`src/smu_pkg.sv`:
```
/*
  widths, register map and reset values shared by the smu control fpga
  addresses outside this map are ignored by the register bank
*/
`default_nettype none

package smu_pkg;

  //////////////////////////////
  // widths

  // high byte of a frame
  typedef logic [7:0] reg_addr_t;
  // low nibble sets, high nibble clears
  typedef logic [7:0] reg_val_t;
  typedef logic [3:0] ctl_nib_t;
  // bit order from lsb is adc03 dac flash adc02
  typedef logic [3:0] periph_vec_t;

  localparam int FRAME_BITS   = 16;
  localparam int ADDR_BITS    = $bits(reg_addr_t);
  localparam int BIT_CNT_W    = 5;
  localparam int NUM_CTL_REGS = 16;

  typedef logic [BIT_CNT_W-1:0] bit_cnt_t;

  // count of the last address bit, a full frame, and the spoiled marker
  localparam bit_cnt_t CNT_ADDR_LAST = bit_cnt_t'(ADDR_BITS - 1);
  localparam bit_cnt_t CNT_FRAME     = bit_cnt_t'(FRAME_BITS);
  localparam bit_cnt_t CNT_SAT       = bit_cnt_t'(FRAME_BITS + 1);

  //////////////////////////////
  // register addresses

  localparam reg_addr_t ADDR_LED          = 8'd7;
  localparam reg_addr_t ADDR_MUX          = 8'd8;
  localparam reg_addr_t ADDR_DAC          = 8'd9;
  localparam reg_addr_t ADDR_RAILS        = 8'd10;
  localparam reg_addr_t ADDR_SOFT_RST     = 8'd11;
  localparam reg_addr_t ADDR_DAC_REF_MUX  = 8'd12;
  localparam reg_addr_t ADDR_ADC          = 8'd14;
  localparam reg_addr_t ADDR_CLAMP1       = 8'd15;
  localparam reg_addr_t ADDR_CLAMP2       = 8'd16;
  localparam reg_addr_t ADDR_RELAY_COM    = 8'd17;
  localparam reg_addr_t ADDR_IRANGEX_SW   = 8'd18;
  localparam reg_addr_t ADDR_RELAY        = 8'd19;
  localparam reg_addr_t ADDR_IRANGE_SENSE = 8'd20;
  localparam reg_addr_t ADDR_IFB_GAIN     = 8'd21;
  localparam reg_addr_t ADDR_VFB_GAIN     = 8'd23;
  localparam reg_addr_t ADDR_RAILS_OE     = 8'd24;
  localparam reg_addr_t ADDR_INA_VFB_SW   = 8'd25;

  // only irange sense comes up non zero
  localparam ctl_nib_t IRANGE_SENSE_RST = 4'b1111;

  typedef enum logic [1:0] {RX_IDLE, RX_ADDR, RX_VAL} rx_state_t;

endpackage

`default_nettype wire

```
`src/ctl_reg_bank.sv`:
```
/*
  sixteen 4-bit control registers written by set, clear and toggle frames
  address 11 restores reset values, unknown addresses are ignored and read 0
*/
`timescale 1ns/10ps
`default_nettype none

module ctl_reg_bank
  import smu_pkg::*;
(
  input  logic      clk,
  input  logic      arst_n,
  input  logic      frame_stb,
  input  reg_addr_t frame_addr,
  input  reg_val_t  frame_val,
  input  reg_addr_t rd_addr,
  output ctl_nib_t  rd_nib,
  output ctl_nib_t  led,
  output ctl_nib_t  mux,
  output ctl_nib_t  dac,
  output ctl_nib_t  rails,
  output ctl_nib_t  dac_ref_mux,
  output ctl_nib_t  adc,
  output ctl_nib_t  clamp1,
  output ctl_nib_t  clamp2,
  output ctl_nib_t  relay_com,
  output ctl_nib_t  irangex_sw,
  output ctl_nib_t  relay,
  output ctl_nib_t  irange_sense,
  output ctl_nib_t  ifb_gain,
  output ctl_nib_t  vfb_gain,
  output ctl_nib_t  rails_oe,
  output ctl_nib_t  ina_vfb_sw
);

  ctl_nib_t ctl_q [NUM_CTL_REGS];

  //////////////////////////////
  // register map

  // storage slot to bus address, slot order matches the port list
  function automatic reg_addr_t slot_addr(input int slot);
    case (slot)
      0:       slot_addr = ADDR_LED;
      1:       slot_addr = ADDR_MUX;
      2:       slot_addr = ADDR_DAC;
      3:       slot_addr = ADDR_RAILS;
      4:       slot_addr = ADDR_DAC_REF_MUX;
      5:       slot_addr = ADDR_ADC;
      6:       slot_addr = ADDR_CLAMP1;
      7:       slot_addr = ADDR_CLAMP2;
      8:       slot_addr = ADDR_RELAY_COM;
      9:       slot_addr = ADDR_IRANGEX_SW;
      10:      slot_addr = ADDR_RELAY;
      11:      slot_addr = ADDR_IRANGE_SENSE;
      12:      slot_addr = ADDR_IFB_GAIN;
      13:      slot_addr = ADDR_VFB_GAIN;
      14:      slot_addr = ADDR_RAILS_OE;
      // slot 15
      default: slot_addr = ADDR_INA_VFB_SW;
    endcase
  endfunction

  // shared by hard and soft reset
  function automatic ctl_nib_t rst_val(input int slot);
    if (slot_addr(slot) == ADDR_IRANGE_SENSE)
    begin
      rst_val = IRANGE_SENSE_RST;
    end
    else
    begin
      rst_val = '0;
    end
  endfunction

  // set low nibble, clear high nibble
  // bits named in both toggle and then nothing else changes
  function automatic ctl_nib_t upd(input ctl_nib_t old, input reg_val_t val);
    ctl_nib_t set_b;
    ctl_nib_t clr_b;
    ctl_nib_t both;
    set_b = val[3:0];
    clr_b = val[7:4];
    both  = set_b & clr_b;
    if (both != '0)
    begin
      upd = old ^ both;
    end
    else
    begin
      upd = (old | set_b) & ~clr_b;
    end
  endfunction

  //////////////////////////////
  // update

  always_ff @(posedge clk or negedge arst_n)
  begin
    if (!arst_n)
    begin
      for (int i = 0; i < NUM_CTL_REGS; i++)
      begin
        ctl_q[i] <= rst_val(i);
      end
    end
    else if (frame_stb)
    begin
      for (int i = 0; i < NUM_CTL_REGS; i++)
      begin
        if (frame_addr == ADDR_SOFT_RST)
        begin
          ctl_q[i] <= rst_val(i);
        end
        else if (frame_addr == slot_addr(i))
        begin
          ctl_q[i] <= upd(ctl_q[i], frame_val);
        end
      end
    end
  end

  // readback, zero for soft reset and unmapped addresses
  always_comb
  begin
    rd_nib = '0;
    for (int i = 0; i < NUM_CTL_REGS; i++)
    begin
      if (rd_addr == slot_addr(i))
      begin
        rd_nib = ctl_q[i];
      end
    end
  end

  assign led          = ctl_q[0];
  assign mux          = ctl_q[1];
  assign dac          = ctl_q[2];
  assign rails        = ctl_q[3];
  assign dac_ref_mux  = ctl_q[4];
  assign adc          = ctl_q[5];
  assign clamp1       = ctl_q[6];
  assign clamp2       = ctl_q[7];
  assign relay_com    = ctl_q[8];
  assign irangex_sw   = ctl_q[9];
  assign relay        = ctl_q[10];
  assign irange_sense = ctl_q[11];
  assign ifb_gain     = ctl_q[12];
  assign vfb_gain     = ctl_q[13];
  assign rails_oe     = ctl_q[14];
  assign ina_vfb_sw   = ctl_q[15];

endmodule

`default_nettype wire

```
`src/smu_ctl_top.sv`:
```
/*
  smu control fpga, one mcu spi port plus special_n select
  sclk and mosi are shared with the peripherals outside the fpga
*/
`timescale 1ns/10ps
`default_nettype none

module smu_ctl_top
  import smu_pkg::*;
(
  input  logic        clk,
  input  logic        arst_n,
  input  logic        sclk,
  input  logic        spi_cs_n,
  input  logic        special_n,
  input  logic        mosi,
  input  periph_vec_t periph_miso,
  output logic        miso,
  output periph_vec_t periph_cs_n,
  output ctl_nib_t    led,
  output ctl_nib_t    mux,
  output ctl_nib_t    dac,
  output ctl_nib_t    rails,
  output ctl_nib_t    dac_ref_mux,
  output ctl_nib_t    adc,
  output ctl_nib_t    clamp1,
  output ctl_nib_t    clamp2,
  output ctl_nib_t    relay_com,
  output ctl_nib_t    irangex_sw,
  output ctl_nib_t    relay,
  output ctl_nib_t    irange_sense,
  output ctl_nib_t    ifb_gain,
  output ctl_nib_t    vfb_gain,
  output ctl_nib_t    rails_oe,
  output ctl_nib_t    ina_vfb_sw
);

  // decode to execute
  logic      frame_stb;
  reg_addr_t frame_addr;
  reg_val_t  frame_val;
  reg_addr_t rd_addr;
  ctl_nib_t  rd_nib;
  // register bank side of miso
  logic      rx_miso;

  //////////////////////////////
  // decode

  spi_frame_rx u_frame_rx (
    .clk        (clk),
    .arst_n     (arst_n),
    .sclk       (sclk),
    .spi_cs_n   (spi_cs_n),
    .special_n  (special_n),
    .mosi       (mosi),
    .rd_nib     (rd_nib),
    .rx_miso    (rx_miso),
    .frame_stb  (frame_stb),
    .frame_addr (frame_addr),
    .frame_val  (frame_val),
    .rd_addr    (rd_addr)
  );

  //////////////////////////////
  // execute

  ctl_reg_bank u_reg_bank (
    .clk          (clk),
    .arst_n       (arst_n),
    .frame_stb    (frame_stb),
    .frame_addr   (frame_addr),
    .frame_val    (frame_val),
    .rd_addr      (rd_addr),
    .rd_nib       (rd_nib),
    .led          (led),
    .mux          (mux),
    .dac          (dac),
    .rails        (rails),
    .dac_ref_mux  (dac_ref_mux),
    .adc          (adc),
    .clamp1       (clamp1),
    .clamp2       (clamp2),
    .relay_com    (relay_com),
    .irangex_sw   (irangex_sw),
    .relay        (relay),
    .irange_sense (irange_sense),
    .ifb_gain     (ifb_gain),
    .vfb_gain     (vfb_gain),
    .rails_oe     (rails_oe),
    .ina_vfb_sw   (ina_vfb_sw)
  );

  //////////////////////////////
  // routing

  // mux nibble picks the peripherals
  spi_route u_route (
    .spi_cs_n    (spi_cs_n),
    .special_n   (special_n),
    .sel         (mux),
    .rx_miso     (rx_miso),
    .periph_miso (periph_miso),
    .miso        (miso),
    .periph_cs_n (periph_cs_n)
  );

endmodule

`default_nettype wire

```
`src/spi_frame_rx.sv`:
```
/*
  spi mode 0 slave for the register bank, oversampled with clk
  sclk half period must span several clk, 8 clk gives a settled readback bit
  a frame counts only while special_n and spi_cs_n are both low
*/
`timescale 1ns/10ps
`default_nettype none

module spi_frame_rx
  import smu_pkg::*;
(
  input  logic      clk,
  input  logic      arst_n,
  input  logic      sclk,
  input  logic      spi_cs_n,
  input  logic      special_n,
  input  logic      mosi,
  input  ctl_nib_t  rd_nib,
  output logic      rx_miso,
  output logic      frame_stb,
  output reg_addr_t frame_addr,
  output reg_val_t  frame_val,
  output reg_addr_t rd_addr
);

  // pins in order sclk cs special mosi
  logic [3:0]            pin_meta;
  logic [3:0]            pin_sync;
  logic                  sclk_s;
  logic                  cs_s;
  logic                  special_s;
  logic                  mosi_s;
  logic                  sclk_d;
  logic                  cs_d;
  logic                  sclk_rise;
  logic                  sclk_fall;
  logic                  cs_rise;
  logic                  shift_en;
  rx_state_t             state;
  bit_cnt_t              bit_cnt;
  logic [FRAME_BITS-1:0] rx_sh;
  reg_val_t              tx_sh;
  logic                  ld_pend;

  //////////////////////////////
  // synchronizer and edge detect

  always_ff @(posedge clk or negedge arst_n)
  begin
    if (!arst_n)
    begin
      // idle bus with sclk low and both selects high
      pin_meta <= 4'b0110;
      pin_sync <= 4'b0110;
      sclk_d   <= 1'b0;
      cs_d     <= 1'b1;
    end
    else
    begin
      pin_meta <= {sclk, spi_cs_n, special_n, mosi};
      pin_sync <= pin_meta;
      sclk_d   <= sclk_s;
      cs_d     <= cs_s;
    end
  end

  assign {sclk_s, cs_s, special_s, mosi_s} = pin_sync;
  assign sclk_rise = sclk_s & ~sclk_d;
  assign sclk_fall = ~sclk_s & sclk_d;
  assign cs_rise   = cs_s & ~cs_d;
  // mosi is sampled on rises of our own frames only
  assign shift_en  = sclk_rise & ~cs_s & ~special_s;

  //////////////////////////////
  // bit count fsm and strobe

  always_ff @(posedge clk or negedge arst_n)
  begin
    if (!arst_n)
    begin
      state     <= RX_IDLE;
      bit_cnt   <= '0;
      ld_pend   <= 1'b0;
      frame_stb <= 1'b0;
    end
    else
    begin
      ld_pend   <= 1'b0;
      // count still holds the finished frame at the cs rise
      frame_stb <= cs_rise && (state == RX_VAL) && (bit_cnt == CNT_FRAME);
      if (cs_s)
      begin
        state   <= RX_IDLE;
        bit_cnt <= '0;
      end
      else if (special_s)
      begin
        // special dropped mid frame so mark it spoiled
        if (state != RX_IDLE)
        begin
          bit_cnt <= CNT_SAT;
        end
      end
      else
      begin
        if (state == RX_IDLE)
        begin
          state <= RX_ADDR;
        end
        if (sclk_rise)
        begin
          // saturate so a long frame never wraps to 16
          if (bit_cnt != CNT_SAT)
          begin
            bit_cnt <= bit_cnt + 1'b1;
          end
          // eighth rise completes the address
          if (bit_cnt == CNT_ADDR_LAST)
          begin
            state   <= RX_VAL;
            ld_pend <= 1'b1;
          end
        end
      end
    end
  end

  //////////////////////////////
  // shift registers

  always_ff @(posedge clk)
  begin
    if (shift_en)
    begin
      rx_sh <= {rx_sh[FRAME_BITS-2:0], mosi_s};
      if (bit_cnt == CNT_ADDR_LAST)
      begin
        rd_addr <= {rx_sh[ADDR_BITS-2:0], mosi_s};
      end
    end
    // rd_nib is valid one clk after rd_addr
    if (ld_pend)
    begin
      tx_sh <= {4'b0000, rd_nib};
    end
    else if (sclk_fall && (state == RX_VAL))
    begin
      tx_sh <= {tx_sh[6:0], 1'b0};
    end
  end

  // readback msb first, zero during the address byte
  always_ff @(posedge clk or negedge arst_n)
  begin
    if (!arst_n)
    begin
      rx_miso <= 1'b0;
    end
    else if (cs_s || special_s)
    begin
      rx_miso <= 1'b0;
    end
    else if (sclk_fall)
    begin
      rx_miso <= (state == RX_VAL) & tx_sh[7];
    end
  end

  assign frame_addr = rx_sh[FRAME_BITS-1 -: ADDR_BITS];
  assign frame_val  = rx_sh[ADDR_BITS-1:0];

endmodule

`default_nettype wire

```
`src/spi_route.sv`:
```
/*
  combinational routing of the shared spi bus to four peripherals
  several select bits may be set, their miso lines are or-ed
*/
`timescale 1ns/10ps
`default_nettype none

module spi_route
  import smu_pkg::*;
(
  input  logic        spi_cs_n,
  input  logic        special_n,
  input  periph_vec_t sel,
  input  logic        rx_miso,
  input  periph_vec_t periph_miso,
  output logic        miso,
  output periph_vec_t periph_cs_n
);

  //////////////////////////////
  // chip select demux

  always_comb
  begin
    // register bank frames never reach a peripheral
    periph_cs_n = '1;
    if (special_n && !spi_cs_n)
    begin
      periph_cs_n = ~sel;
    end
  end

  //////////////////////////////
  // miso mux

  // unselected peripherals are masked off
  assign miso = special_n ? |(sel & periph_miso) : rx_miso;

endmodule

`default_nettype wire

```
`config.mk`:
```
export PLATFORM = sky130hd
export DESIGN_NAME = smu_ctl_top
export DESIGN_NICKNAME = d
export VERILOG_FILES = /design/src/smu_pkg.sv /design/src/ctl_reg_bank.sv /design/src/smu_ctl_top.sv /design/src/spi_frame_rx.sv /design/src/spi_route.sv
export SDC_FILE = /design/constraint.sdc
export NUM_CORES = 1
export LEC_CHECK = 0
export ABC_AREA = 1
export BUFFER_PORTS_ARGS = -buffer_cell sky130_fd_sc_hd__buf_2
export CAP_MARGIN = 5
export CORE_UTILIZATION = 52
export DETAILED_ROUTE_END_ITERATION = 10
export GPL_ROUTABILITY_DRIVEN = 0
export HOLD_SLACK_MARGIN = 0.02
export PLACE_DENSITY = 0.76
export RECOVER_POWER = 50
export SLEW_MARGIN = 15
export SYNTH_ARGS = -nofsm -noshare
export SYNTH_HDL_FRONTEND = slang
export SYNTH_SLANG_ARGS = --single-unit
```
`constraint.sdc`:
```
create_clock -name clk -period 2.4 [get_ports clk]
set_input_delay 0.48 -clock clk [delete_from_list [all_inputs] [get_ports clk]]
set_output_delay 0.48 -clock clk [all_outputs]
set_load 0.05 [all_outputs]
```
# [Word level (Yosys, flattened, before mapping)]
# Index checks and enable logic that the tools add are counted.
[word_totals] reg_bits=116 latch_bits=0 mem_bits_rw=0 mem_bits_ro=0 in_bits=10 out_inout_bits=69 wordCells=360 memories=0
[classes] add_sub_neg=1 n_mul=0 n_div=0 n_lt_le_gt_ge=0 n_eq_ne=55 shifts=0 n_mux=164 bitwise=63 n_reduce_logical=48
[op_table] cell="$mux 8" n=64
[op_table] cell="$mux 4" n=83
[op_table] cell="$eq 8x5->1 const B" n=25
[op_table] cell="$eq 8x8->1" n=16
[op_table] cell="$and 4x4->4" n=18
[op_table] cell="$or 4x4->4" n=16
[op_table] cell="$xor 4x4->4" n=16
[op_table] cell="$eq 8x4->1 const B" n=7
[op_table] cell="$reduce_bool 2->1" n=19
[op_table] cell="$reduce_and 2->1" n=17
[op_table] cell="$mux 5" n=5
[op_table] cell="$mux 2" n=5
[op_table] cell="$eq 8x3->1 const B" n=1
[op_table] cell="$not 4->4" n=2
[op_table] cell="$mux 1" n=7
[op_table] cell="$and 1x1->1" n=6
[op_table] cell="$reduce_bool 3->1" n=2
[op_table] cell="$add 5x1->5 const B" n=1
[op_table] cell="$eq 5x3->1 const B" n=1
[op_table] cell="$eq 5x5->1 const B" n=1
[op_table] cell="$ne 5x5->1 const B" n=1
[op_table] cell="$not 1->1" n=5
[op_table] cell="$logic_and 1x1->1" n=4
[op_table] cell="$reduce_bool 4->1" n=1
[op_table] cell="8 further kinds" n=8

# [Longest topological paths before layout]
[logic_depth] ltp_word=18 mapped_depth=16 mapped_depth_nobuf=15

# [Cells and area by module]
# A second synthesis with hierarchy kept.
[unflattened] cells_unflattened=739 hier_area_um2=5998.3
[by_module_without_submodules] mod="ctl_reg_bank" n_inst=1 cells_per_inst=583 area_each_um2=4061.4 seq_area_each_um2=1606.5
[by_module_without_submodules] mod="spi_frame_rx" n_inst=1 cells_per_inst=142 area_each_um2=1878.1 seq_area_each_um2=1427.6
[by_module_without_submodules] mod="spi_route" n_inst=1 cells_per_inst=14 area_each_um2=58.8 seq_area_each_um2=0.0

# [Worst setup path after synthesis]
# No wires, ideal clock.
[synth_timing] path_kind="register to register" start="reg u_frame_rx.pin_sync[2]" end="reg u_frame_rx.rx_sh[0] (enable)" arrival_ps=1845 slack_ps=146 stages_incl_launch_ff=4 path_buffers=0 cell_sequence="dfstp_2 -> nor2_1 -> inv_1 -> nor3_1"
[synth_between] elab_chain_cells=3
[synth_rtl] item="from (decl)" line_no="spi_frame_rx.sv:28" source="logic [3:0] pin_sync;"
[synth_rtl] item="from (signal assigned)" line_no="spi_frame_rx.sv:61" source="pin_sync <= pin_meta;"
[synth_rtl] item="$not 1->1" line_no="spi_frame_rx.sv:72" source="assign shift_en = sclk_rise & ~cs_s & ~special_s;"
[synth_rtl] item="$and 1x1->1 (2 in a row)" line_no="spi_frame_rx.sv:72"
[synth_rtl] item="named net u_frame_rx.shift_en" line_no="spi_frame_rx.sv:38" source="logic shift_en;"
[synth_rtl] item="to (signal assigned)" line_no="spi_frame_rx.sv:135" source="rx_sh <= {rx_sh[FRAME_BITS-2:0], mosi_s};"
[synth_rtl] item="to (decl)" line_no="spi_frame_rx.sv:41" source="logic [FRAME_BITS-1:0] rx_sh;"
# The timed path passes the listed nets, and every way through them passes these cells.
# A chain may end at the register's enable or synchronous reset.

# [Final worst setup path]
[layout_timing] start="reg u_frame_rx.rd_addr[7]" end="reg u_frame_rx.tx_sh[1], data pin"
[layout_between] elab_chain_cells=18 elab_cells_between_ends=33 classes_between="eq/ne (16); mux (17)"
[layout_rtl] item="from (decl)" line_no="spi_frame_rx.sv:23" source="output reg_addr_t rd_addr"
[layout_rtl] item="from (signal assigned)" line_no="spi_frame_rx.sv:138" source="rd_addr <= {rx_sh[ADDR_BITS-2:0], mosi_s};"
[layout_rtl] item="$eq 8x3->1" line_no="ctl_reg_bank.sv:129" source="if (rd_addr == slot_addr(i))"
[layout_rtl] item="$mux 4 (15 in a row)" line_no="ctl_reg_bank.sv:129"
[layout_rtl] item="$mux 4 *" line_no="ctl_reg_bank.sv:129"
[layout_rtl] item="$mux 4 *" line_no="spi_frame_rx.sv:142" source="if (ld_pend)"
[layout_rtl] item="to (signal assigned)" line_no="spi_frame_rx.sv:144" source="tx_sh <= {4'b0000, rd_nib};"
[layout_rtl] item="to (signal assigned)" line_no="spi_frame_rx.sv:148" source="tx_sh <= {tx_sh[6:0], 1'b0};"
[layout_rtl] item="to (decl)" line_no="spi_frame_rx.sv:42" source="reg_val_t tx_sh;"
# Mark *: on every way between the ends. The rest lies on a longest branch, timed or not.

==> flow_summary_export.csv <==
group,metric,value,unit
synthesis,synth_compound_area_share,19.0,%
hold_path,hold_depth,1,
cts,clk_latency,0.42,ns
synthesis,yosysTopAreaCellShare,31.2,%
sta,hold_viol_final,0,
route,wl,18500,um
grt,grt_max_degree,35,
power,clockPowerShare,50.8,%
critical_path,critical_path_arrival,2.43,ns
critical_path,rrSetupSlack,0.14,ns
power,power.switching,0.000979,W
critical_path,crit_type,"reg -> reg",
grt,grt_antenna_before_repair,0,
critical_path,crit_required,2.57,ns
critical_path,r2r_cells,12,
cells_and_area,diodes,0,
flow_run,maxCapViolations,1,
power,power_density,624,mW/mm^2
sta,rsz0062_at_grt,"true",
critical_path,cp_num_buf_inv,1,
critical_path,crit_fanout,9,
cells_and_area,final_nets,841,
cells_and_area,nFillCells,928,
synthesis,synthMuxAreaShare,0,%
sta,finalCritPeriodShare,94.0,%
critical_path,cp_top_family,"simple AND/OR/NAND/NOR gates",
sta,min_period,2.26,ns
critical_path,r2r-start,"u_frame_rx.rd_addr[7]",
hold_path,hold_end,"u_frame_rx.pin_meta[0]",
critical_path,cp_num_cells,12,
critical_path,worst_path_max_delay_cell,"edfxtp_1",
placed_design,port_buffers,78,
sta,drv_slew,28,
synthesis,syn_nets,738,
critical_path,reg2reg_to,"u_frame_rx.tx_sh[1]",
critical_path,path_cells,"nor2_1, nand3_1, nor2_1, inv_1, nor2_1, nand2_1, nand2_1, nand4_1, nor2_1, nand3_1, nand2_1, nand2_1",
placed_design,dp_hpwl,13100,um
route,dr.pass1.iters,6,
power,seqPwrFrac,46.1,%
power,p_leak,3.29,nW
cts,path_clk_slew,0.05,ns
cts,cts_sinks,116,
synthesis,synthesis.area,0.00601,mm^2
power,internal_power,0.00349,W
route,via_per_inst,6.01,
synthesis,synth.avg_cell_area,8.29,um^2
placed_design,dp.cells,948,
critical_path,slowest_delay,0.38,ns
synthesis,ys_warn_count,0,
sta,max_slew.worst_pin.slew,1.53,ns
grt,grt_util_all_layers,32.6,%
die,io_pins,79,
synthesis,synthAdderAreaFrac,0.625,%
die,placementRows,38,
cells_and_area,drive_gt1_share,16.3,%
route,drtIter0Drc,652,
route,vias,5896,
cts,cts_buffers,17,
synthesis,yosysTopAreaCell,"dfrtp_1",
run_status,failed_checks,"max-capacitance violations, max-slew violations",
synthesis,synth-seq-cells,116,
sta,slew_headroom,-1.93,%
cells_and_area,finalInstanceArea,0.00717,mm^2
synthesis,synth_xor_area_share,0.292,%
synthesis,synth-seq-area-share,50.5,%
placed_design,pre_cts_slack,0.218,ns
die,fp.coreArea,0.0110,mm^2
power,p_sw_share,21.9,%
route,detail_route.wl_per_cell,18.9,um
die,die-area,0.0120,mm^2
run_status,outcome,"complete, but fails checks",
synthesis,synth.distinct_cells,39,
die,die_x,109,um
power,ir_drop,0.618,mV
cells_and_area,layout.cells.non_filler,981,
critical_path,crit_path_end_kind,"flip-flop",
hold_path,hp-class,"in -> reg",
cells_and_area,area.growth.synth_to_final,19.3,%
synthesis,synthCells,725,
power,combPwrFrac,3.1,%
sta,setup_viol,0,
cts,htreeDepth,4,
placed_design,dpl_cell_area,0.00668,mm^2
cts,cts_root_buf,"clkbuf_16",
cts,tritoncts,"built",
cts,postCtsSetupBuffers,0,
synthesis,synthSimpleGateAreaFrac,22.4,%
critical_path,cp-start-kind,"flip-flop",
route,ant_nets,0,
grt,overflow,0,
synthesis,synth_area_leaders,"dfrtp_1 (31%), edfxtp_1 (14%), a21oi_1 (8.7%), nand2_1 (7.6%), nand3_1 (6.6%)",
die,die_h,109,um
grt,first_global_vias,5389,
route,drc,0,
cts,clockBufferDepth,2,
sta,fmax,0.443,GHz
grt,grt_pass1_wl,28400,um
sta,finClkSkew,0.0115,ns
die,initial_utilization,54.5,%
sta,fin_ws,0.144,ns
hold_path,min-delay-start,"mosi",
synthesis,synth_top_family_by_area,"simple AND/OR/NAND/NOR gates",
## layout by cell type, fill, tap and decap left out, drive strengths merged
master / n
nand4: 9
o22ai: 3
nor3b: 1
nor3: 15
a21oi: 117
clkinv: 6
o211ai: 2
ha: 3
o2bb2ai: 3
a21o: 2
inv: 88
a22oi: 16
nand2: 121
nor2: 77
dfxtp: 4
a21boi: 1
dlygate4sd3: 1
nand3: 79
clkbuf: 54
a31oi: 1
xor2: 2
a41oi: 1
edfxtp: 28
o21ai: 45
buf: 75
nor4: 3
dfstp: 9
dfrtp: 75
## cell type report
class,instances,area [um^2],share of cell area [%]
clock buffers,26,499,6.97
clock inverters,6,30.0,0.419
inverters,88,333,4.64
multi-input cells,501,2550,35.5
flip-flops and latches,116,3030,42.3
well taps,140,175,2.44
repair buffers,104,548,7.65
## flip-flops by register name (all words and copies together) (netlist names), 5 cells and up
| signal | flops |
|---|---|
| u_frame_rx.rd_addr | 8 |
| u_frame_rx.rx_sh | 16 |
| u_frame_rx.tx_sh | 8 |
| u_frame_rx.bit_cnt | 5 |
## worst max path at each step
stage,from,end,slack (ns)
final,u_frame_rx.rd_addr[7],u_frame_rx.tx_sh[1],0.14
after global routing,u_frame_rx.rd_addr[7],u_frame_rx.tx_sh[3],-0.02
after CTS,u_frame_rx.rx_sh[15],u_reg_bank.clamp2[1],0.18
after detailed placement,u_frame_rx.rx_sh[15],u_reg_bank.clamp2[1],0.22
after floorplan,u_frame_rx.pin_sync[2],u_frame_rx.rx_sh[0],0.15
after global placement,u_frame_rx.rd_addr[1],u_frame_rx.tx_sh[0],0.29
## repair_timing
action,CTS,global route
endpoints found under the setup margin,0,4
hold buffers,1,0
gates resized for setup,0,1
hold endpoints to repair,19,0
## power groups by stage
stage	combinational, W	clock (W)	sequential [W]
finish	0.000140	0.00227	0.00206
global route	0.000156	0.00238	0.00206
CTS	0.000141	0.00229	0.00206
detailed placement	0.000139	0	0.00209
global placement	0.000133	0	0.00209
floorplan	0.0000650	0	0.00209
## Yosys cell counts
cell type / instances
inv_4: 1
nand2_1: 121
nor4_2: 2
clkbuf_1: 9
a21o_1: 2
a21oi_1: 105
dfstp_2: 9
nor4_1: 1
nor2_2: 1
nor3b_1: 1
nor2_8: 1
buf_4: 1
nand3_1: 79
buf_2: 8
nor3_4: 1
dfxtp_1: 4
buf_8: 1
inv_1: 81
a21oi_2: 3
o22ai_1: 3
a21oi_4: 9
a41oi_1: 1
inv_2: 6
xor2_1: 2
nor2_1: 75
edfxtp_1: 28
nor3_1: 13
o21ai_1: 4
a21boi_0: 1
dfrtp_1: 75
nor3_2: 1
o21ai_0: 41
a31oi_1: 1
o211ai_1: 2
nand4_1: 9
ha_1: 3
buf_1: 1
a22oi_1: 16
o2bb2ai_1: 3
## kinds of logic (layout without fill, tap and decap cells)
logic type	Yosys count	after routing
AND/OR/NAND/NOR	305	305
buffers and inverters	108	224
adder cells (fa/ha/maj)	3	3
XOR/XNOR	2	2
AO/OA/AOI/OAI	191	191
flip-flops	116	116
## metal layers
layer	track usage (%)	share of wire, %	vias up
met3	11.6	12	53
met1	41.4	39	2767
li1	-	-	2680
met2	50.5	46	396
met5	0	0	-
met4	13.9	3.0	0
## metrics by stage
stage               power (W)  hold WS (ns)  TNS [ns]  util, %
global placement      0.00223         0.338         0     60.6
detailed placement    0.00223         0.336         0     60.6
finish                0.00447         0.166         0     65.0
floorplan             0.00216         0.184         0        -
global route          0.00460         0.156   -0.0729     65.0
CTS                   0.00449         0.157         0     65.4
Power figures use the tool's default switching activity.
